===== config.mk =====
export PLATFORM = sky130hd
export DESIGN_NAME = missController
export DESIGN_NICKNAME = d
export VERILOG_FILES = /design/src/logic/cacheGeomPkg.sv /design/src/logic/cacheOpPkg.sv /design/src/logic/missController.sv
export VERILOG_INCLUDE_DIRS = /design/src /design/src/logic
export SDC_FILE = /design/constraint.sdc
export NUM_CORES = 1
export LEC_CHECK = 0
export BUFFER_PORTS_ARGS = -buffer_cell sky130_fd_sc_hd__clkbuf_2
export CORE_AREA = 5 5 139 141
export DETAILED_ROUTE_END_ITERATION = 10
export DIE_AREA = 0 0 144 146
export MAX_ROUTING_LAYER = met4
export PLACE_DENSITY_LB_ADDON = 0.25
export SLEW_MARGIN = 15
export SYNTH_ARGS = -nofsm -noshare
export SYNTH_HDL_FRONTEND = slang
export SYNTH_SLANG_ARGS = --single-unit

===== constraint.sdc =====
create_clock -name clk -period 3.9 [get_ports clk]
set_clock_uncertainty 0.1 [all_clocks]
set_input_delay 0.39 -clock clk [delete_from_list [all_inputs] [get_ports clk]]
set_output_delay 0.39 -clock clk [all_outputs]
set_load 0.005 [all_outputs]

===== src/logic/dcache_config.svh =====
`ifndef DCACHE_CONFIG_SVH
`define DCACHE_CONFIG_SVH

// byte address width
`define DC_ADDR_W 32

// data word width in bits
`define DC_WORD_W 32

// words per cache line
`define DC_LINE_WORDS 4

// sets per way, kept small so conflicts are easy to build
`define DC_SETS 16

`endif


===== src/logic/cacheGeomPkg.sv =====
`include "dcache_config.svh"

package cacheGeomPkg;

	localparam int BYTE_W = $clog2(`DC_WORD_W / 8);
	localparam int WSEL_W = $clog2(`DC_LINE_WORDS);
	localparam int INDEX_W = $clog2(`DC_SETS);
	localparam int TAG_W = `DC_ADDR_W - INDEX_W - WSEL_W - BYTE_W;

	typedef logic [`DC_ADDR_W-1:0] addrT;
	typedef logic [`DC_WORD_W-1:0] wordT;
	typedef wordT [`DC_LINE_WORDS-1:0] lineT; // word 0 in the low bits
	typedef logic [TAG_W-1:0] tagT;
	typedef logic [INDEX_W-1:0] indexT;
	typedef logic [WSEL_W-1:0] wordSelT;
	typedef logic wayT;

	// address fields, low to high: byte, wordSel, index, tag
	function automatic wordSelT addrWordSel(addrT a);
		return a[BYTE_W +: WSEL_W];
	endfunction

	function automatic indexT addrIndex(addrT a);
		return a[BYTE_W + WSEL_W +: INDEX_W];
	endfunction

	function automatic tagT addrTag(addrT a);
		return a[`DC_ADDR_W-1 -: TAG_W];
	endfunction

	function automatic addrT lineAddr(tagT t, indexT i);
		return {t, i, {(WSEL_W + BYTE_W){1'b0}}};
	endfunction

endpackage


===== src/logic/cacheOpPkg.sv =====
package cacheOpPkg;

	// what the requester sees
	typedef enum logic [1:0] {
		statusIdle,
		statusHit,  // completes this cycle
		statusBusy  // miss or snoop in progress
	} cacheStatusT;

	// miss sequencing
	typedef enum logic [1:0] {
		stIdle,
		stWriteBack,
		stFill
	} missStateT;

endpackage


===== src/logic/missController.sv =====
`timescale 1ns/1ps

module missController import cacheGeomPkg::*, cacheOpPkg::*; (
	input logic clk,
	input logic reset,
	input logic reqEnable,
	input logic reqWrite,
	input addrT reqAddr,
	input logic snoopValid,
	input logic hit,
	input wayT victimWay,
	input tagT victimTag,
	input logic victimDirty,
	input lineT victimLine,
	output logic memReadReq,
	output logic memWriteReq,
	output addrT memAddr,
	output lineT memWriteLine,
	input logic memReadDone,
	input logic memWriteDone,
	output logic install,
	output wayT installWay,
	output cacheStatusT status,
	output logic touch,
	output logic writeWord,
	output logic markDirty
);

	missStateT state;
	addrT fillAddr;
	logic miss;

	// a snoop cycle never starts a miss
	assign miss = reqEnable && !hit && !snoopValid;

	always_comb begin
		if (snoopValid) begin
			status = statusBusy;
		end else if (!reqEnable) begin
			status = statusIdle;
		end else if (hit && state == stIdle) begin
			status = statusHit;
		end else begin
			status = statusBusy;
		end
	end

	assign touch = (status == statusHit);
	assign writeWord = touch && reqWrite;
	assign markDirty = writeWord;

	assign install = (state == stFill) && memReadDone;

	always_ff @(posedge clk) begin
		if (reset) begin
			state <= stIdle;
			memReadReq <= 1'b0;
			memWriteReq <= 1'b0;
		end else begin
			memReadReq <= 1'b0; // strobes last one cycle
			memWriteReq <= 1'b0;
			case (state)
				stIdle: begin
					if (miss) begin
						if (victimDirty) begin
							memWriteReq <= 1'b1;
							state <= stWriteBack;
						end else begin
							memReadReq <= 1'b1;
							state <= stFill;
						end
					end
				end
				stWriteBack: begin
					if (memWriteDone) begin
						memReadReq <= 1'b1;
						state <= stFill;
					end
				end
				stFill: begin
					if (memReadDone) state <= stIdle;
				end
				default: state <= stIdle;
			endcase
		end
	end

	// miss payload
	always_ff @(posedge clk) begin
		if (state == stIdle && miss) begin
			installWay <= victimWay;
			fillAddr <= lineAddr(addrTag(reqAddr), addrIndex(reqAddr));
			memWriteLine <= victimLine;
			if (victimDirty) begin
				memAddr <= lineAddr(victimTag, addrIndex(reqAddr));
			end else begin
				memAddr <= lineAddr(addrTag(reqAddr), addrIndex(reqAddr));
			end
		end else if (state == stWriteBack && memWriteDone) begin
			memAddr <= fillAddr;
		end
	end

endmodule


# Word-level counts from Yosys, hierarchy flattened
# Index checks and enable logic that the tools add are counted.
# op_classes
n_mux	16
reduce_logical	13
n_bitwise	2
n_eq_ne	6
# op_table
operator	count
$mux 32	3
$mux 2	7
$logic_and 1x1->1	7
$ne 2x2->1 const B	3
$pmux 2 s3	1
$eq 2x1->1 const B	2
$mux 1	4
$reduce_and 3->1	1
$reduce_or 3->1	1
$eq 2x2->1 const B	1
$logic_not 1->1	2
$logic_not 2->1	1
$not 1->1	2
$pmux 1 s2	1
$reduce_bool 2->1	1
# totals
word_cells	47
inputBits	194
reg_bits	193

# Longest topological paths before layout
# Gate-level depths: netlist of run 1.
# logic_depth
word_depth	7
mapped_depth	4
mapped_depth_nobuf	3

# Least setup slack after synthesis of run 1
# Ideal clock, no wire load.
# synth_timing
path_kind	input to register
start	in snoopValid
end	reg memAddr[10], enable pin
cell_stages	4
arrival_time_ns	2.619
setup_slack_ns	0.792
required_time_ns	3.411
cell_sequence	nand2b_1 nor4_4 buf_6 nand2b_1
# synth_via
elab_chain_len	4
# synth_lines
element	line	source
from (decl)	missController.sv:9	input logic snoopValid,
$logic_not 1->1	missController.sv:34	assign miss = reqEnable && !hit && !snoopValid;
$logic_and 1x1->1	missController.sv:34	
$logic_and 1x1->1	missController.sv:90	if (state == stIdle && miss) begin
$reduce_bool 2->1 (no source line)	n/a	
to (signal assigned)	missController.sv:95	memAddr <= lineAddr(victimTag, addrIndex(reqAddr));
to (signal assigned)	missController.sv:97	memAddr <= lineAddr(addrTag(reqAddr), addrIndex(reqAddr));
to (signal assigned)	missController.sv:100	memAddr <= fillAddr;
to (decl)	missController.sv:17	output addrT memAddr,
# Every way passes these cells.
# A chain may end at the register's enable or synchronous reset.

# Final worst setup path of run 1
# layout_timing
start	reg state[1]
end	reg memWriteLine[98] in the netlist's numbering, enable pin
# layout_via
elab_chain_len	2
# layout_lines
element	line	source
from (decl)	missController.sv:29	missStateT state;
from (signal assigned)	missController.sv:56	state <= stIdle;
from (signal assigned)	missController.sv:67	state <= stWriteBack;
from (signal assigned)	missController.sv:70	state <= stFill;
$logic_not 2->1	missController.sv:90	
$logic_and 1x1->1	missController.sv:90	
to (signal assigned)	missController.sv:93	memWriteLine <= victimLine;
to (decl)	missController.sv:18	output lineT memWriteLine,
# Every way passes these cells.

==> key figures, run 1 <==
Clocking
  • TritonCTS clock tree: yes
  • Clock tree sinks: ~190
  • Hold_buf cts: 0
  • # resized after CTS: 0
  • CTS H-tree lvls: 4
  • Max Root-Sink Buffers: 2
  • Num CTS Buffers: 17
  • Root buffer cell: clkbuf_16
  • Post-CTS setup buffer count: 0
  • Worst-skew pair later-pin latency: slightly above 0.4 ns
  • Clk pin slew, worst setup/hold paths: approximately 0.08 ns

Min path
  • Hold path depth: 1
  • Hold worst-path end: memWriteLine[126]
  • Min-Delay Startpoint: victimLine[126]
  • HP Class: input port to register

Worst setup path
  • Crit end category: register
  • Crit path largest cell delay: about 0.57 ns
  • Reg-to-Reg End: memWriteLine[98]
  • FF-to-FF path depth: 3
  • Worst-path cell with the longest stage delay: buf_4
  • RR Startpoint: state[1]
  • Worst Setup Start Kind: register
  • CP cell instances: nor4_4, buf_4, buf_4
  • Data required, critical path: ~3.9 ns
  • Crit path max fanout: 49
  • Crit path arrival time: between 2 and 2.5 ns
  • Worst Setup Path Type: register to register
  • Critical path's most frequent cell: buf_4
  • R2R Setup Slk: roughly 1.6 ns

Timing
  • Final Slew Violations: 0
  • Setup TNS Final: 0 ns
  • RSZ-0062 raised after global routing: false
  • Worst-Margin Slew: about 0.74 ns
  • Final worst setup slack: 1.64 ns
  • Final Setup Violations: 0
  • Fmax: 0.442 GHz
  • Final hold violation count: 0
  • Period utilization: 0.580
  • Slew HR: 0.509
  • Min Tclk post-route: between 2 and 2.5 ns

Synthesis
  • Synthesis Warnings: 0
  • Syn avg cell area: between 20 and 25 sq um
  • Synth Cell Area: approximately 6500 sq um
  • Synth unique cells: 23
  • FF+latch count, synth: ~190
  • Mapped Cells: approximately 270
  • Seq/Total Area, Yosys: 0.873

Power and ir drop
  • Net Switching: approximately 910 uW
  • Leakage: approximately 3.7 nW
  • Internal power: 3.27 mW
  • Switching Share: 0.217
  • PnR Total Power: ~4.2 mW
  • Pwr Density: 462 nW/um^2
  • Clk pwr share: 0.385
  • Flop pwr share: 0.555
  • Maximum VDD drop: approximately 0.32 mV
  • Comb power frac: 0.060

Drt
  • Number of nets with antenna violations after routing: 0
  • Vias: approximately 4,000
  • DRT iter0 DRCs: around 230
  • Post-route DRC violation count: 0
  • Router iterations before antenna repair: 4
  • DR WL/cell: a little under 20 um
  • Routed WL: approximately 17,000 um
  • Via density: 4.47

Flow run
  • Max Cap Viol: 0

Die
  • Total Die Area: about 21,000 sq um
  • Ports: 363
  • Chip width: between 100 and 150 um
  • Core ar.: approximately 18,000 sq um
  • Initial Utilization: 0.362
  • Rows: 49
  • Die H: 146 um

Final layout
  • Fillers: about 1,600
  • Share of post-route cells with drive strength above 1: 0.674
  • Area growth syn-to-layout: 40.2%
  • Finished Layout Cells: 890
  • Fin nets: 836
  • Final core utilization: 0.507

Outcome
  • Status: completed

Global route
  • Total gr overflow: 0
  • Gr usage total: 0.161
  • Initial antenna violation count: 7
  • First-pass GRT wire length: 24,500 um
  • Vias in the first global route: approximately 4,200
  • Largest net degree at the start of global routing: 113

Placed design
  • Cells after DPL: between 800 and 900
  • Dpl hpwl: ~13,000 um
  • Dpl ws: roughly 1.4 ns
  • PortBufs: 354
  • GP Congestion: approximately 0.85
## Yosys cell counts
library cell,n,share of area
and3b_1,1,0.0014
a21o_1,1,0.0012
nor2_1,2,0.0012
nor4_4,1,0.0033
nand2_1,2,0.0012
dfxtp_1,4,0.012
nor4b_1,3,0.0041
buf_2,3,0.0023
mux2_2,50,0.087
nand3b_1,1,0.0012
buf_4,5,0.0058
inv_1,1,0.00058
and2_1,1,0.00097
or4b_1,1,0.0016
and3_1,1,0.00097
conb_1,1,0.00058
edfxtp_1,185,0.86
a31oi_1,1,0.00097
nand2b_1,2,0.0019
a21oi_1,1,0.00077
buf_6,3,0.0052
a31o_2,1,0.0014
mux2_1,2,0.0035
## kinds of logic after synthesis
| kind of cell | synth area share |
|---|---|
| AOI/OAI and AO/OA | 0.00426 |
| muxes | 0.0907 |
| DFF | 0.873 |
| other | 0.000581 |
| buffers and inverters | 0.0140 |
| and+or+nand+nor | 0.0176 |
## worst max-delay path: cells and delay by family, from the launching register on
kind	cells	cell delay (ns)
flip-flops	1	0.40
buffers and inverters	2	1.01
AND/OR/NAND/NOR	1	0.39
## placed cells by master (no fill, tap or decap), drive strengths merged, types with 2 or more instances in the layout
cell | Yosys | layout
edfxtp | 185 | 185
mux2 | 52 | 52
buf | 11 | 4
nor2 | 2 | 2
clkbuf | 0 | 371
clkinv | 0 | 4
dfxtp | 4 | 4
nand2b | 2 | 2
diode | 0 | 7
inv | 1 | 6
nand2 | 2 | 2
conb | 1 | 4
nor4b | 3 | 3
clkinvlp | 0 | 5
## worst max-delay path by stage
stage,from,to,slack (ns),depth (start not counted)
after floorplan,snoopValid,memAddr[10],0.79,4
after detailed placement,snoopValid,memWriteLine[117],1.43,5
after global routing,state[1],memWriteLine[50],1.47,3
after CTS,state[1],memWriteLine[98],1.61,3
final,state[1],memWriteLine[98],1.64,3
after global placement,snoopValid,memWriteLine[70],1.51,5
## per-stage QoR
step	instance area (sq um)	hold WS, ns
2_1_floorplan	6470	0.359
3_3_place_gp	8480	0.411
3_5_place_dp	8480	0.426
4_1_cts	9040	0.0202
5_1_grt	9050	0.0158
6_report	9050	0.0402
## state kept, by name, summed over array words and instances (netlist names)
signal and count:
memWriteLine 128, fillAddr 28, memAddr 28, state 2, installWay 1, memReadReq 1, memWriteReq 1
## power by group through the flow
stage                     logic [mW]  registers [mW]  clock network [mW]
final                          0.250            2.32                1.61
after global routing           0.275            2.32                1.76
after CTS                      0.256            2.32                1.66
after detailed placement       0.254            2.37                   0
after global placement         0.245            2.36                   0
after floorplan               0.0804            2.37                   0
## final cells by class
cell class / instances / area, sq um / share of cell area
Clock buffer: 17 / 425 / 0.0470
Antenna cell: 7 / 17.5 / 0.00193
Inverter: 1 / 3.75 / 0.000415
Multi-Input combinational cell: 75 / 742 / 0.0820
Tap cell: 229 / 287 / 0.0316
Timing Repair Buffer: 358 / 1810 / 0.200
Clock inverter: 14 / 129 / 0.0142
Sequential cell: 189 / 5640 / 0.622
## layer usage
metal / vias to the layer above / global-route usage / wire, um
met3: 23 / 0.0601 / 1690
li1: 1824 / - / -
met2: 214 / 0.272 / 8880
met1: 1916 / 0.169 / 6050
met4: 0 / 0.0650 / 504
met5: - / - / 0
No activity file was read; power rests on OpenSTA's default activity.
==> run 2: changes to the inputs <==
- clock period: 3.9 -> 2.25 ns (I/O delays scaled with it)
==> run 2 against run 1 <==
Against the previous run: critical path depth did not move; non-clock buffer count increased by 159; total power rose by 81%; die area stayed put; final cell count up 17%; sequential cell count unchanged; utilization rose by 9.1 points; worst setup slack got worse by 1.3 ns; clock power up 78%; worst hold slack gained 0.062 ns.
==> key figures, run 2 (synthesized netlist as in run 1, its figures left out) <==
Outcome
  • Status: completed

Die
  • Ports: 363 (unchanged)
  • Chip width: 144 um (unchanged)
  • Rows: 49 (unchanged)
  • Core ar.: 17,800 sq um (unchanged)
  • Initial Utilization: 0.362 (unchanged)
  • Total Die Area: 21,000 sq um (unchanged)
  • Die H: 146 um (unchanged)

Timing
  • Final Setup Violations: 0 (unchanged)
  • Worst-Margin Slew: 0.738 ns (+0.00165 ns)
  • RSZ-0062 raised after global routing: false
  • Final Slew Violations: 0 (unchanged)
  • Slew HR: 0.508 (-0.00110)
  • Setup TNS Final: 0 ns (unchanged)
  • Min Tclk post-route: ~1.9 ns
  • Period utilization: 0.855
  • Final hold violation count: 0 (unchanged)
  • Fmax: about 0.52 GHz

Clocking
  • Worst-skew pair later-pin latency: 0.42 ns (about the same)
  • Root buffer cell: clkbuf_16
  • Clk pin slew, worst setup/hold paths: 0.07 ns (about the same)
  • Num CTS Buffers: 17 (unchanged)
  • Clock tree sinks: 189 (unchanged)
  • CTS H-tree lvls: 4 (unchanged)
  • TritonCTS clock tree: yes
  • Max Root-Sink Buffers: 2 (unchanged)

Power and ir drop
  • Maximum VDD drop: 0.486 mV (+50%)
  • Pwr Density: 708 nW/um^2 (+53%)
  • Leakage: 4.43 nW (+18%)
  • PnR Total Power: 7.56 mW (+81%)

Final layout
  • Max reg flops: 128 (unchanged)
  • Area growth syn-to-layout: 65.5%
  • Finished Layout Cells: 1,045 (+17%)
  • Largest registers: memWriteLine: 128 flops, fillAddr: 28 flops, memAddr: 28 flops
  • Most frequent cells in the layout: clkbuf_2 (354), edfxtp_1 (185), dlygate4sd3_1 (159)
  • Fillers: 1,375 (-12%)
  • Commonest non-fill, non-tap cell in the layout: clkbuf_2
  • Share of post-route cells with drive strength above 1: 0.544 (-0.131)
  • Largest Register: memWriteLine
  • Fin nets: 995 (+19%)
  • Final core utilization: 0.599 (+0.0915)

Global route
  • Largest net degree at the start of global routing: 69 (-39%)
  • Global routing usage on met3: 0.0565 (-0.00361)
  • Total gr overflow: 0 (unchanged)
  • Initial antenna violation count: 3 (-4)
  • GR Util met1: 0.191 (+0.0215)
  • Most Crowded Layer GR: met2
  • Met2 Usage GRT: 0.314 (+0.0417)
  • First-pass GRT wire length: 27,500 um (+12%)
  • Vias in the first global route: 5,054 (+21%)
  • Gr usage total: 0.179 (+0.0171)

Drt
  • DR WL/cell: 18.0 um (-6.3%)
  • DRT iter0 DRCs: 162 (-28%)
  • Number of nets with antenna violations after routing: 0 (unchanged)
  • Routed WL: 18,900 um (+10%)
  • Post-route DRC violation count: 0 (unchanged)
  • Via density: 4.42 (-1.1%)
  • Router iterations before antenna repair: 4 (unchanged)
  • Vias: 4,617 (+16%)

Worst setup path
  • Bufs and invs on worst path: 1 (-1)
  • Crit path max-delay family: simple AND/OR/NAND/NOR gates
  • Crit end category: output port
  • Crit path largest cell delay: 0.41 ns (-0.16 ns)
  • CP cell instances: nor4b_1, and2_1, clkbuf_2
  • Worst-path cell with the longest stage delay: nor4b_1
  • Worst Setup Path Type: register to output port
  • Crit path max fanout: 8 (-84%)
  • Crit path arrival time: 1.60 ns (-0.64 ns)
  • Worst Setup Start Kind: register
  • Data required, critical path: 1.92 ns (-1.96 ns)

Placed design
  • Dpl hpwl: 12,900 um (-3.5%)
  • Cells after DPL: 852 (unchanged)
  • PortBufs: 354 (unchanged)
  • GP Congestion: 0.819 (-4.1%)

Min path
  • HP Class: input port to register

Flow run
  • Max Cap Viol: 0 (unchanged)
run 2: cell types whose count changed in the layout (fill, tap and decap cells not counted), sizes merged:
cell,change
dlygate4sd3,+159
diode,-4
clkinvlp,-1
inv,+1
run 2: metal layers:
metal  routed length (um)  up-vias
met5                    0        -
met4                  233        0
met3                 1760       19
met2                10200      241
met1                 6690     2218
li1                     -     2139
run 2: power by group:
part	internal, mW	switching, mW
Clock	1.46	1.40
Sequential	3.99	0.0315
Combinational	0.421	0.258
run 2: repair_timing:
item,CTS,global route
endpoints found under the setup margin,0,0
hold endpoints to repair,160,0
resized for setup,0,0
setup buffers,0,0
hold buffers,159,0
run 2: cell type report:
class,count,area [sq um],share of cell area
tap,229,287,0.0268
timing repair buffer,517,3440,0.322
clock buffer,17,425,0.0398
clock inverter,14,133,0.0124
sequential,189,5640,0.528
inverter,1,3.75,0.000351
antenna,3,7.51,0.000703
multi-input combinational,75,749,0.0701
run 2: final timing paths:
check | slack, ns | to | start | cells after the start
setup / recovery | 0.33 | markDirty | state[1] | 3
hold / removal | 0.10 | state[0] | memWriteDone | 3
setup reg to reg | 0.37 | memWriteLine[33] | state[1] | 3
hold reg to reg | 0.43 | memAddr[9] | fillAddr[9] | 1
run 2: through the flow:
step	hold slack (ns)	cell area (sq um)	setup WS, ns
5_1_grt	0.0738	10700	0.236
2_1_floorplan	0.194	6480	0.0182
6_report	0.102	10700	0.326
4_1_cts	0.0724	10700	0.276
3_3_place_gp	0.302	8530	0.325
3_5_place_dp	0.304	8530	0.300
run 2: tightest hold or removal path, stage by stage:
cell	delay, ns
clkbuf_2	0.09
nor4b_1	0.05
a31o_2	0.21
