==> config.mk <==
export PLATFORM = sky130hd
export DESIGN_NAME = tagStore
export DESIGN_NICKNAME = d
export VERILOG_FILES = /design/src/logic/cacheGeomPkg.sv /design/src/logic/wayArray.sv /design/src/logic/tagStore.sv
export VERILOG_INCLUDE_DIRS = /design/src /design/src/logic
export SDC_FILE = /design/constraint.sdc
export NUM_CORES = 1
export LEC_CHECK = 0
export BUFFER_PORTS_ARGS = -buffer_cell sky130_fd_sc_hd__buf_2
export CELL_PAD_IN_SITES_DETAIL_PLACEMENT = 1
export CELL_PAD_IN_SITES_GLOBAL_PLACEMENT = 2
export CORE_ASPECT_RATIO = 0.6
export CORE_MARGIN = 2
export CORE_UTILIZATION = 40
export CTS_CLUSTER_SIZE = 14
export DETAILED_ROUTE_END_ITERATION = 16
export PLACE_DENSITY_LB_ADDON = 0.1
export SYNTH_ARGS = -nofsm -noshare
export SYNTH_HDL_FRONTEND = slang
export SYNTH_HIERARCHICAL = 1
export SYNTH_SLANG_ARGS = --single-unit
export TNS_END_PERCENT = 5
==> constraint.sdc <==
create_clock -name clk -period 8.62 [get_ports clk]
set_input_delay 1.724 -clock clk [delete_from_list [all_inputs] [get_ports clk]]
set_output_delay 1.724 -clock clk [all_outputs]
set_load 0.02 [all_outputs]
==> src/logic/dcache_config.svh <==
`ifndef DCACHE_CONFIG_SVH
`define DCACHE_CONFIG_SVH

// byte address width
`define DC_ADDR_W 32

// data word width in bits
`define DC_WORD_W 32

// words per cache line
`define DC_LINE_WORDS 4

// sets per way, kept small so conflicts are easy to build
`define DC_SETS 16

`endif

==> src/logic/cacheGeomPkg.sv <==
`include "dcache_config.svh"

package cacheGeomPkg;

	localparam int BYTE_W = $clog2(`DC_WORD_W / 8);
	localparam int WSEL_W = $clog2(`DC_LINE_WORDS);
	localparam int INDEX_W = $clog2(`DC_SETS);
	localparam int TAG_W = `DC_ADDR_W - INDEX_W - WSEL_W - BYTE_W;

	typedef logic [`DC_ADDR_W-1:0] addrT;
	typedef logic [`DC_WORD_W-1:0] wordT;
	typedef wordT [`DC_LINE_WORDS-1:0] lineT; // word 0 in the low bits
	typedef logic [TAG_W-1:0] tagT;
	typedef logic [INDEX_W-1:0] indexT;
	typedef logic [WSEL_W-1:0] wordSelT;
	typedef logic wayT;

	// address fields, low to high: byte, wordSel, index, tag
	function automatic wordSelT addrWordSel(addrT a);
		return a[BYTE_W +: WSEL_W];
	endfunction

	function automatic indexT addrIndex(addrT a);
		return a[BYTE_W + WSEL_W +: INDEX_W];
	endfunction

	function automatic tagT addrTag(addrT a);
		return a[`DC_ADDR_W-1 -: TAG_W];
	endfunction

	function automatic addrT lineAddr(tagT t, indexT i);
		return {t, i, {(WSEL_W + BYTE_W){1'b0}}};
	endfunction

endpackage

==> src/logic/wayArray.sv <==
`timescale 1ns/1ps
`include "dcache_config.svh"

module wayArray import cacheGeomPkg::*; #(
	parameter type entryT = tagT
) (
	input logic clk,
	input indexT index,
	output entryT rdEntries [2],
	input logic wrEnable,
	input wayT wrWay,
	input entryT wrEntry
);

	entryT mem [2][`DC_SETS];

	// both ways of the set, no clock
	always_comb begin
		for (int w = 0; w < 2; w++) begin
			rdEntries[w] = mem[w][index];
		end
	end

	always_ff @(posedge clk) begin
		if (wrEnable) begin
			mem[wrWay][index] <= wrEntry;
		end
	end

endmodule

==> src/logic/tagStore.sv <==
`timescale 1ns/1ps
`include "dcache_config.svh"

module tagStore import cacheGeomPkg::*; (
	input logic clk,
	input logic reset,
	input addrT reqAddr,
	input logic snoopValid,
	input addrT snoopAddr,
	input logic touch,
	input logic install,
	input wayT installWay,
	output logic hit,
	output wayT hitWay,
	output wayT victimWay,
	output tagT victimTag,
	output logic victimDirty,
	input logic markDirty
);

	indexT reqIdx;
	tagT reqTag;
	indexT snoopIdx;
	tagT snoopTag;
	tagT tags [2];
	tagT snoopTags [2][`DC_SETS]; // copy for the snoop port
	logic [1:0][`DC_SETS-1:0] valid;
	logic [1:0][`DC_SETS-1:0] dirty;
	logic [`DC_SETS-1:0] lru; // holds the way to evict next
	logic [1:0] hitVec;
	logic [1:0] snoopMatch;
	logic snoopKillsFill;

	assign reqIdx = addrIndex(reqAddr);
	assign reqTag = addrTag(reqAddr);
	assign snoopIdx = addrIndex(snoopAddr);
	assign snoopTag = addrTag(snoopAddr);

	wayArray #(.entryT(tagT)) tagWays (
		.clk(clk),
		.index(reqIdx),
		.rdEntries(tags),
		.wrEnable(install),
		.wrWay(installWay),
		.wrEntry(reqTag)
	);

	// same writes as tagWays, read at the snoop index
	always_ff @(posedge clk) begin
		if (install) begin
			snoopTags[installWay][reqIdx] <= reqTag;
		end
	end

	always_comb begin
		for (int w = 0; w < 2; w++) begin
			hitVec[w] = valid[w][reqIdx] && (tags[w] == reqTag);
			snoopMatch[w] = valid[w][snoopIdx] && (snoopTags[w][snoopIdx] == snoopTag);
		end
	end

	assign hit = (|hitVec) && !snoopValid; // snoop owns the cycle
	assign hitWay = hitVec[1];
	assign victimWay = lru[reqIdx];
	assign victimTag = tags[victimWay];
	assign victimDirty = valid[victimWay][reqIdx] && dirty[victimWay][reqIdx];

	// snoop of the very line being filled, so the fetched copy is stale
	assign snoopKillsFill = snoopValid && (snoopIdx == reqIdx) && (snoopTag == reqTag);

	always_ff @(posedge clk) begin
		if (reset) begin
			valid <= '0;
			dirty <= '0;
			lru <= '0;
		end else begin
			for (int w = 0; w < 2; w++) begin
				if (snoopValid && snoopMatch[w]) begin
					valid[w][snoopIdx] <= 1'b0;
				end
			end
			if (install) begin
				valid[installWay][reqIdx] <= !snoopKillsFill;
				dirty[installWay][reqIdx] <= 1'b0;
				lru[reqIdx] <= ~installWay;
			end
			if (touch) lru[reqIdx] <= ~hitWay;
			if (markDirty) dirty[hitWay][reqIdx] <= 1'b1;
		end
	end

endmodule

Yosys cells after proc, flatten, opt, wreduce, memory -nomap -nowiden
Memories as Yosys holds them, arrays and structs flattened.
Cells that the tools add are included.

storage, ports and cells
  memories = 2
  output and inout port bits = 28
  word-level logic and storage cells = 114
  register bits after elaboration = 80
  RAM bits = 1536

operators by class
  $lt $le $gt $ge = 13
  multiplexer cells = 59
  bitwise gates (word level) = 11
  equal/unequal tests = 6
  reduce and logical (&&, ||, !) cells = 18

memory list
  memory       words  width  rd ports  clocked after memory_dff  wr ports  RTL line        text
  snoopTags    2      384    2         0                         1         tagStore.sv:26  tagT snoopTags [2][`DC_SETS];
  tagWays.mem  2      384    2         0                         1         wayArray.sv:15  entryT mem [2][`DC_SETS];

operator list
  kind                                                                                 count
  24-bit binary-select mux with 4-bit select                                           4
  384-bit 2-to-1 mux                                                                   1
  24-bit 2-to-1 mux                                                                    12
  16-bit 2-to-1 mux                                                                    13
  32-bit 2-to-1 mux                                                                    4
  24-bit equality test                                                                 5
  24-bit demux with 4-bit select                                                       1
  16-bit AND                                                                           2
  32-bit AND                                                                           1
  16-bit bitwise mux                                                                   2
  32-bit bitwise mux                                                                   1
  16-bit demux with 1-bit select                                                       2
  32-bit inverter                                                                      1
  32-bit bitwise OR                                                                    1
  1-bit binary-select mux with 4-bit select                                            7
  16-bit inverter                                                                      1
  1-bit logical AND                                                                    15
  5-bit greater-or-equal comparator, second input constant                             2
  4-bit by 5-bit < comparator with 1-bit output, second input constant                 2
  1-bit 2-to-1 mux                                                                     10
  4-bit inverter with 5-bit output                                                     2
  1-bit demux with 4-bit select                                                        2
  4-bit by 1-bit greater-or-equal comparator with 1-bit output, second input constant  2
  1-bit by 2-bit < comparator with 1-bit output, second input constant                 3
  other kinds (8)                                                                      11

Depth between registers and ports, before layout
Gate-level depths: netlist (run 1).

  depth in word-level cells = 12
  gate-level depth with buffers = 15

Cells and area by module
The synthesis (run 1) kept the hierarchy.

modules (own cells, without submodules)
  module    instances  area an instance (µm²)  cells an instance  sequential area each (µm²)
  tagStore  1          36740.2                 2227               24663.7
  wayArray  1          28911.5                 1220               23062.1

Worst setup path after synthesis (run 1)
OpenSTA, ideal clock, no wires.

  path kind = input to output
  start = input port reqAddr[4]
  end = output port victimDirty
  arrival time = 4.260 ns
  data required time = 6.896 ns
  buffers on the path = 2
  setup slack = 2.636 ns
  stages = 10
  path through = buf_2 > buf_2 > mux4_2 > a22oi_1 > nand2_1 > clkinv_1 > mux4_2 > mux2i_1 > a22o_1 > a222oi_1

between the ends
  cells in the longest elaborated chain, start to end = 7
  elaborated cells on any way between the ends = 11
  those cells by class = mux (10); reduce/logical (1)

ends and longest elaborated chain
  item                                                   RTL line        text
  start, declared                                        tagStore.sv:7   input addrT reqAddr,
  1-bit binary-select mux with 4-bit select              tagStore.sv:64  assign victimWay = lru[reqIdx];
  1-bit 2-to-1 mux (implied by the code)                 tagStore.sv:64
  16-bit 2-to-1 mux (implied by the code) (2 in series)  tagStore.sv:66  assign victimDirty = valid[victimWay][reqIdx] && dirty[victimWay][reqIdx];
  1-bit binary-select mux with 4-bit select              tagStore.sv:66
  1-bit 2-to-1 mux (implied by the code)                 tagStore.sv:66
  1-bit logical AND *                                    tagStore.sv:66
  end, declared                                          tagStore.sv:17  output logic victimDirty,

Every way passes the cells marked *; elsewhere a longest branch is shown, timed or not. The select of a mux whose other input is x is not followed.

==> impl_table.tex, run 1 <==
\begin{tabular}{lr}
\hline
Metric & Value \\
\hline
\multicolumn{2}{l}{\textbf{Run status}} \\
\quad Outcome & finished, final reports clean \\
\multicolumn{2}{l}{\textbf{Timing}} \\
\quad Hold Fails Final Rpt & 0 \\
\quad Post-Route Setup TNS & 0 ns \\
\quad Max-slew violation total from the final report & 0 \\
\quad Max transition margin & 11.7\% \\
\quad Worst Clk Skew & 0.0181 ns \\
\quad Final hold slack & 0.515 ns \\
\quad Final critical-path share of the clock period & just over 90\% \\
\quad Clock period minus final worst setup slack & between 7 and 8 ns \\
\quad Fmax & roughly 130 MHz \\
\quad Number of failing setup endpoints in the final timing report & 0 \\
\quad RSZ-0062 raised after global routing & no \\
\quad Transition time at the pin with the least slew margin & approximately 1.3 ns \\
\multicolumn{2}{l}{\textbf{Synth}} \\
\quad Share of cell area taken by muxes after synthesis & about 15\% \\
\quad Net count of the mapped netlist & roughly 3.5k \\
\quad Cell taking the most area after synthesis & edfxtp\_1 \\
\quad Sequential fraction of the synthesis area & 72.7\% \\
\quad Async SR Flop Fraction & 0\% \\
\quad Synth area leaders & edfxtp\_1 70\%, mux4\_2 11\%, dfxtp\_1 2.4\% \\
\quad Combinational family with the most area after synthesis & multiplexers \\
\quad Post-synthesis compound-gate area fraction & between 4 and 5\% \\
\quad Fraction of the mapped netlist area in simple logic gates & under 10\% \\
\quad Synth warnings & 6 \\
\quad Commonest register cell after synthesis & edfxtp\_1 \\
\quad Adder and majority gate portion of the synthesized area & 0\% \\
\quad Synth Instances & approximately 3.4k \\
\quad Cell variety after synth & 74 \\
\quad Share of the synthesized area in the top cell type & between 70\% and 80\% \\
\quad Synth Register Bits & $\sim$1.6k \\
\quad Number of synthesized flops with an enable pin & approximately 1.5k \\
\quad Syn\_area\_per\_cell & between 15 and 20 um2 \\
\quad Combined area of all synthesized cells & 65,700 um2 \\
\quad Xor and xnor fraction of the mapped netlist area & approximately 1.7\% \\
\multicolumn{2}{l}{\textbf{Setup path}} \\
\quad Data arrival time of the worst path & around 6.2 ns \\
\quad Worst-case reg-to-reg path depth & 9 \\
\quad Critical Path Start & reqAddr[4] \\
\quad Critical path type & input pin to primary output \\
\quad Max FO, Critical Path & 69 \\
\quad Setup crit end & hit \\
\quad Kind of start point of the critical path & input pin \\
\quad Worst r2r dst & lru[9] \\
\quad R2R Path Start & tagWays/mem[1][320] \\
\quad Data required time of the critical path & between 6 and 7 ns \\
\quad Worst R2R Setup Slack & about 4.2 ns \\
\quad Kind of end point of the critical path & primary output \\
\multicolumn{2}{l}{\textbf{Clock tree}} \\
\quad Clock H-tree levels & 4 \\
\quad Max Buffers Root-to-Sink & 3 \\
\quad Number of buffers added by the clock tree synthesis step & 156 \\
\quad Clk root buf & clkbuf\_16 \\
\quad Worst-Skew Late Latency & roughly 0.79 ns \\
\quad Number of gates resized after cts & 0 \\
\quad Number of buffers inserted by hold repair at cts & 0 \\
\quad CTS tree & yes \\
\quad Number of setup buffers added after CTS & 0 \\
\quad Clock transition at path regs & about 0.06 ns \\
\quad \# clock sinks & approximately 1.6k \\
\multicolumn{2}{l}{\textbf{Global route}} \\
\quad Global Route met3 Usage & under 10\% \\
\quad Highest-utilization routing layer at the global route stage & met1 \\
\quad Grt total ovfl & 0 \\
\quad Via count of the first global-routing pass & 36.5k \\
\quad Met2 usage in global routing & roughly 35\% \\
\quad Global-route wire length before repair & about 300,000 um \\
\quad Initial antenna violation count & 22 \\
\quad Overall routing resource usage & between 20\% and 30\% \\
\quad Maximum number of pins on one net before global-route repair & 99 \\
\quad Met1 Usage GRT & between 40\% and 50\% \\
\multicolumn{2}{l}{\textbf{Routing}} \\
\quad Via Count & between 30k and 40k \\
\quad Final routed wire length divided by cell count & 36.2 um \\
\quad Detailed Route WL & 215,000 um \\
\quad Starting DRT DRC Count & 4,777 \\
\quad DRC errors left & 0 \\
\quad Vias per inst & 6.07 \\
\quad Antenna-violating nets left & 0 \\
\quad First-pass DRT Iterations & 5 \\
\multicolumn{2}{l}{\textbf{Pwr}} \\
\quad Standby leakage power & approximately 24 nW \\
\quad Worst IR Drop VDD & around 0.19 mV \\
\quad PwrDens & about 220 nW/um2 \\
\multicolumn{2}{l}{\textbf{Placed design}} \\
\quad Detailed placement HPWL & approximately 140,000 um \\
\quad Placement-stage cell area & 69,000 um2 \\
\quad Routability congestion estimate & approximately 0.9 \\
\quad Number of port buffers & 90 \\
\multicolumn{2}{l}{\textbf{Floorplan}} \\
\quad Die Span X & between 500 and 600 um \\
\quad Full die area & 167,000 um2 \\
\quad Core Box Area & around 160,000 um2 \\
\quad Std-Cell Rows & between 100 and 150 \\
\quad I/O pins & 99 \\
\quad Initial core utilization & between 40 and 50\% \\
\quad Die Y-Extent & about 320 um \\
\multicolumn{2}{l}{\textbf{Finish}} \\
\quad Final-stage net count & roughly 3.7k \\
\quad Area overhead of the layout relative to synthesis & 12.5\% \\
\quad Post-route cell area & around 74,000 um2 \\
\quad Share of layout cells above drive strength 1 & 24.4\% \\
\multicolumn{2}{l}{\textbf{Worst hold path}} \\
\quad Type of the worst min-delay path & register to register \\
\multicolumn{2}{l}{\textbf{Flow run}} \\
\quad Number of max-cap violations & 0 \\
\hline
\end{tabular}
==> through the flow <==
step           util [%]  setup WS (ns)  cells  power, mW
6_report           45.2          0.707   5938       16.6
4_1_cts            45.2          0.800   5931       16.7
3_3_place_gp       42.2          0.809   5646       10.0
2_1_floorplan         -           2.64   3447       9.51
3_5_place_dp       42.2          0.808   5646       10.1
5_1_grt            45.2          0.586   5931       17.1
==> synth_stat cells (8+ instances only) <==
cell       number
edfxtp_1     1536
mux4_2        325
a22oi_1       165
mux2i_1       156
nand2_1       137
nor2_1        134
xnor2_1        95
dfxtp_1        80
inv_1          69
clkbuf_1       67
mux2_2         59
buf_2          55
o21ai_0        54
a21oi_1        37
buf_4          36
xor2_1         36
buf_6          28
o22ai_1        26
mux4_1         23
nand3_1        21
nand3b_1       21
nor4_1         21
a31oi_1        20
nor3_1         20
nand4_1        19
or2_2          19
a2111oi_0      18
o2bb2ai_1      17
nor2b_1        16
a221oi_1       11
and2_1         10
buf_1          10
nand2b_1       10
nor4b_1         8
==> cell usage in the layout (no fill, tap or decap), drive strengths merged, types with 70 or more instances in the layout <==
| cell type | instances |
|---|---|
| edfxtp | 1536 |
| nand2 | 137 |
| dfxtp | 80 |
| nor2 | 134 |
| mux2i | 156 |
| inv | 70 |
| xnor2 | 95 |
| a22oi | 165 |
| clkinv | 81 |
| clkbuf | 196 |
| buf | 236 |
| mux4 | 348 |
==> kinds of logic (layout without fill, tap and decap cells) <==
group / count (synthesis) / count (layout)
AND/OR/NAND/NOR: 457 / 457
AO/OA/AOI/OAI: 406 / 406
buffers and inverters: 274 / 594
flip-flops: 1616 / 1616
XOR/XNOR: 131 / 131
multiplexers: 563 / 563
other: 0 / 7
==> critical path: stages <==
cell,delay (ns)
buf_8,0.58
buf_4,0.43
mux4_2,0.54
a22oi_1,0.61
nand2_1,0.18
xnor2_1,0.20
nand4_1,0.11
nor4_1,0.51
and4_1,0.67
a21oi_1,0.11
nor2_1,0.11
buf_2,0.17
==> state kept, by name, indices dropped and copies added, names as in the netlist <==
name / flops
lru: 16
dirty: 32
tagWays/mem: 768
valid: 32
snoopTags: 768
==> worst min-delay path by stage <==
stage	startpoint	end	cells after the start
finish	dirty[24]	dirty[24]	2
global route	valid[16]	valid[16]	2
CTS	valid[16]	valid[16]	2
detailed placement	dirty[24]	dirty[24]	2
global placement	dirty[13]	dirty[13]	2
floorplan	dirty[19]	dirty[19]	2
==> power breakdown <==
part,total [mW],internal [mW],leakage [nW],switching (mW)
clock,6.66,3.65,2.37,3.01
combinational,1.20,0.383,6.84,0.817
sequential,8.71,8.68,14.5,0.0254
==> layout make-up <==
class                           instances  area, um2
Antenna cell                            7       17.5
Clock buffer                          196       4100
Clock inverter                         89        747
Fill cell                           15200      89600
Inverter                               73        274
Multi-Input combinational cell       1557      16600
Sequential cell                      1616      47700
Tap cell                             2164       2710
Timing Repair Buffer                  236       1710
==> per-layer routing <==
layer | share of wire [%] | wire length, um | up-vias
met3 | 8.3 | 17700 | 239
met2 | 42 | 89800 | 1472
met5 | 0.0061 | 13 | -
li1 | - | - | 14500
met4 | 1.9 | 4120 | 2
met1 | 48 | 103000 | 19800
Power figures use the tool's default switching activity.
==> run 2: changes to the inputs <==
- BUFFER_PORTS_ARGS: -buffer_cell sky130_fd_sc_hd__buf_2 -> -buffer_cell sky130_fd_sc_hd__clkbuf_2
==> run 2 against run 1 <==
  * Routed wire length shrank 0.25%
  * Via count is essentially flat
  * Highest routed layer unchanged
  * Register-to-register slack gained 0.11 ns
  * Sequential share of layout area shrank 0.084 points
  * Clock-buffer cell count grew 11
==> impl_table.tex, run 2 (synthesized netlist as in run 1, its figures left out) <==
\begin{tabular}{lr}
\hline
Metric & Value \\
\hline
\multicolumn{2}{l}{\textbf{Clock tree}} \\
\quad CTS tree & yes \\
\quad Worst-Skew Late Latency & about 0.80 ns \\
\quad Number of buffers added by the clock tree synthesis step & $\sim$160 \\
\quad Max Buffers Root-to-Sink & 3 \\
\quad Clock H-tree levels & 4 \\
\quad Number of setup buffers added after CTS & 0 \\
\quad \# clock sinks & about 1.6k \\
\quad Number of buffers inserted by hold repair at cts & 0 \\
\quad Clk root buf & clkbuf\_16 \\
\quad Number of gates resized after cts & 0 \\
\quad Clock transition at path regs & $\sim$0.06 ns \\
\multicolumn{2}{l}{\textbf{Pwr}} \\
\quad Reported net switching power & 3.85 mW \\
\quad Sw frac & around 23\% \\
\quad Cell internal power dissipation & $\sim$13 mW \\
\quad Standby leakage power & between 20 and 25 nW \\
\quad Gate power share & approximately 7.2\% \\
\quad Total design power & 16.7 mW \\
\quad Portion of total power attributed to sequential cells & between 50\% and 60\% \\
\quad PwrDens & roughly 230 nW/um2 \\
\quad Clock power frac & 40.5\% \\
\quad Worst IR Drop VDD & around 0.21 mV \\
\multicolumn{2}{l}{\textbf{Finish}} \\
\quad Area overhead of the layout relative to synthesis & 12.6\% \\
\quad Leading cell types in the layout, fill and taps excluded & 1,536 x edfxtp\_1, 325 x mux4\_2, 165 x a22oi\_1 \\
\quad Final-stage net count & around 3.7k \\
\quad Share of layout cells above drive strength 1 & between 20 and 25\% \\
\quad Fill count & 15.2k \\
\quad Final cell count without fillers & about 6k \\
\quad Largest registers & snoopTags: 768 flops, tagWays/mem: 768 flops \\
\quad Most frequent standard cell in the layout excluding fill and tap cells & edfxtp\_1 \\
\multicolumn{2}{l}{\textbf{Floorplan}} \\
\quad Die Span X & 527 um \\
\quad Initial core utilization & between 40\% and 50\% \\
\quad Full die area & between 150,000 and 200,000 um2 \\
\quad Std-Cell Rows & around 120 \\
\quad Core Box Area & 163,000 um2 \\
\quad Die Y-Extent & about 320 um \\
\quad I/O pins & around 100 \\
\multicolumn{2}{l}{\textbf{Timing}} \\
\quad Hold Fails Final Rpt & 0 \\
\quad Transition time at the pin with the least slew margin & around 1.2 ns \\
\quad Fmax & roughly 130 MHz \\
\quad Post-Route Setup TNS & 0 ns \\
\quad Max transition margin & a little under a quarter \\
\quad RSZ-0062 raised after global routing & no \\
\quad Worst Clk Skew & 0.0249 ns \\
\quad Worst setup margin & roughly 0.93 ns \\
\quad Final critical-path share of the clock period & between 80\% and 90\% \\
\quad Final hold slack & between 0.5 and 0.6 ns \\
\quad Number of failing setup endpoints in the final timing report & 0 \\
\quad Clock period minus final worst setup slack & between 7 and 8 ns \\
\quad Max-slew violation total from the final report & 0 \\
\multicolumn{2}{l}{\textbf{Setup path}} \\
\quad Logic depth of the worst setup path including buffers & 12 \\
\quad Data arrival time of the worst path & between 5 and 6 ns \\
\quad Top cell family by delay on the critical path & simple AND/OR/NAND/NOR gates \\
\quad Slowest cell on the critical path & and4\_1 \\
\quad Worst-case reg-to-reg path depth & 10 \\
\quad Data required time of the critical path & between 6 and 7 ns \\
\quad R2R Path Start & tagWays/mem[1][119] \\
\quad Number of buffer and inverter instances along the worst setup path & 3 \\
\quad Maximum single-stage delay on the critical path & between 0.6 and 0.7 ns \\
\quad Max FO, Critical Path & between 50 and 60 \\
\quad Kind of end point of the critical path & primary output \\
\quad Critical path type & input pin to primary output \\
\quad Ordered cell list for the critical path & buf\_8, buf\_4, mux4\_2, a22oi\_1, nand2\_1, xnor2\_1, nand4\_1, nor4\_1, and4\_1, a21oi\_1, nor2\_1, clkbuf\_2 \\
\quad Critical Path Start & reqAddr[4] \\
\quad Kind of start point of the critical path & input pin \\
\multicolumn{2}{l}{\textbf{Global route}} \\
\quad Highest-utilization routing layer at the global route stage & met1 \\
\quad Global-route wire length before repair & $\sim$290,000 um \\
\quad Initial antenna violation count & 25 \\
\quad Overall routing resource usage & between 20\% and 30\% \\
\quad Met1 Usage GRT & 40.3\% \\
\quad Met2 usage in global routing & 34.6\% \\
\quad Global Route met3 Usage & 6.66\% \\
\quad Maximum number of pins on one net before global-route repair & 95 \\
\quad Via count of the first global-routing pass & 35.9k \\
\quad Grt total ovfl & 0 \\
\multicolumn{2}{l}{\textbf{Routing}} \\
\quad Via Count & around 36k \\
\quad Starting DRT DRC Count & slightly below 5k \\
\quad Vias per inst & about 6.1 \\
\quad Final routed wire length divided by cell count & roughly 36 um \\
\quad Antenna-violating nets left & 0 \\
\quad Detailed Route WL & between 200,000 and 250,000 um \\
\quad First-pass DRT Iterations & 5 \\
\quad DRC errors left & 0 \\
\multicolumn{2}{l}{\textbf{Run status}} \\
\quad Outcome & finished, final reports clean \\
\multicolumn{2}{l}{\textbf{Placed design}} \\
\quad Placement Setup Slack & 0.886 ns \\
\quad Number of port buffers & 90 \\
\quad Count of placed standard cells including taps & 5,650 \\
\quad Detailed placement HPWL & 136,000 um \\
\quad Routability congestion estimate & approximately 0.87 \\
\multicolumn{2}{l}{\textbf{Worst hold path}} \\
\quad HP Start & dirty[14] \\
\quad Cell depth of the worst hold path & 2 \\
\quad Type of the worst min-delay path & register to register \\
\multicolumn{2}{l}{\textbf{Flow run}} \\
\quad Number of max-cap violations & 0 \\
\hline
\end{tabular}
[run 2: changes by cell type in the layout (fill, tap and decap cells not counted), sizes merged]
cell	before	now
buf	236	163
clkbuf	196	284
clkinv	81	69
diode	7	8
inv	70	69
[run 2: worst paths after layout]
check	to	slack, ns
worst min register to register	dirty[14]	0.52
worst min-delay path	dirty[14]	0.52
worst max-delay path	hit	0.93
worst max register to register	dirty[27]	4.29
[run 2: final cells by class]
class / instances / area (um2) / share of cell area (%)
tap: 2164 / 2710 / 3.66
clock inverter: 76 / 686 / 0.928
timing repair buffer: 240 / 1720 / 2.33
antenna: 8 / 20.0 / 0.0271
inverter: 73 / 274 / 0.371
sequential: 1616 / 47700 / 64.6
multi-input combinational: 1557 / 16600 / 22.4
clock buffer: 207 / 4230 / 5.73
[run 2: metal layers]
layer  vias to the layer above  share of wire (%)
met5                         -              0.025
met4                         8                2.0
met3                       244                9.6
met2                      1510                 41
met1                     19800                 47
li1                      14500                  -
[run 2: power groups by stage]
| stage | sequential (mW) | combinational, mW | clock, mW |
|---|---|---|---|
| finish | 8.71 | 1.20 | 6.75 |
| global route | 8.71 | 1.27 | 7.16 |
| CTS | 8.71 | 1.20 | 6.88 |
| detailed placement | 8.88 | 1.20 | 0 |
| global placement | 8.87 | 1.18 | 0 |
| floorplan | 8.87 | 0.637 | 0 |
[run 2: tightest hold or removal path, stage by stage, from the launching register on]
cell	delay, ns
dfxtp_1	0.33
a22oi_1	0.08
nor2_1	0.08
[run 2: stage by stage]
stage               cell area [um2]  utilization [%]
finish                        73900             45.2
global route                  73900             45.2
CTS                           73900             45.2
detailed placement            69000             42.2
global placement              69000             42.2
floorplan                     65700                -
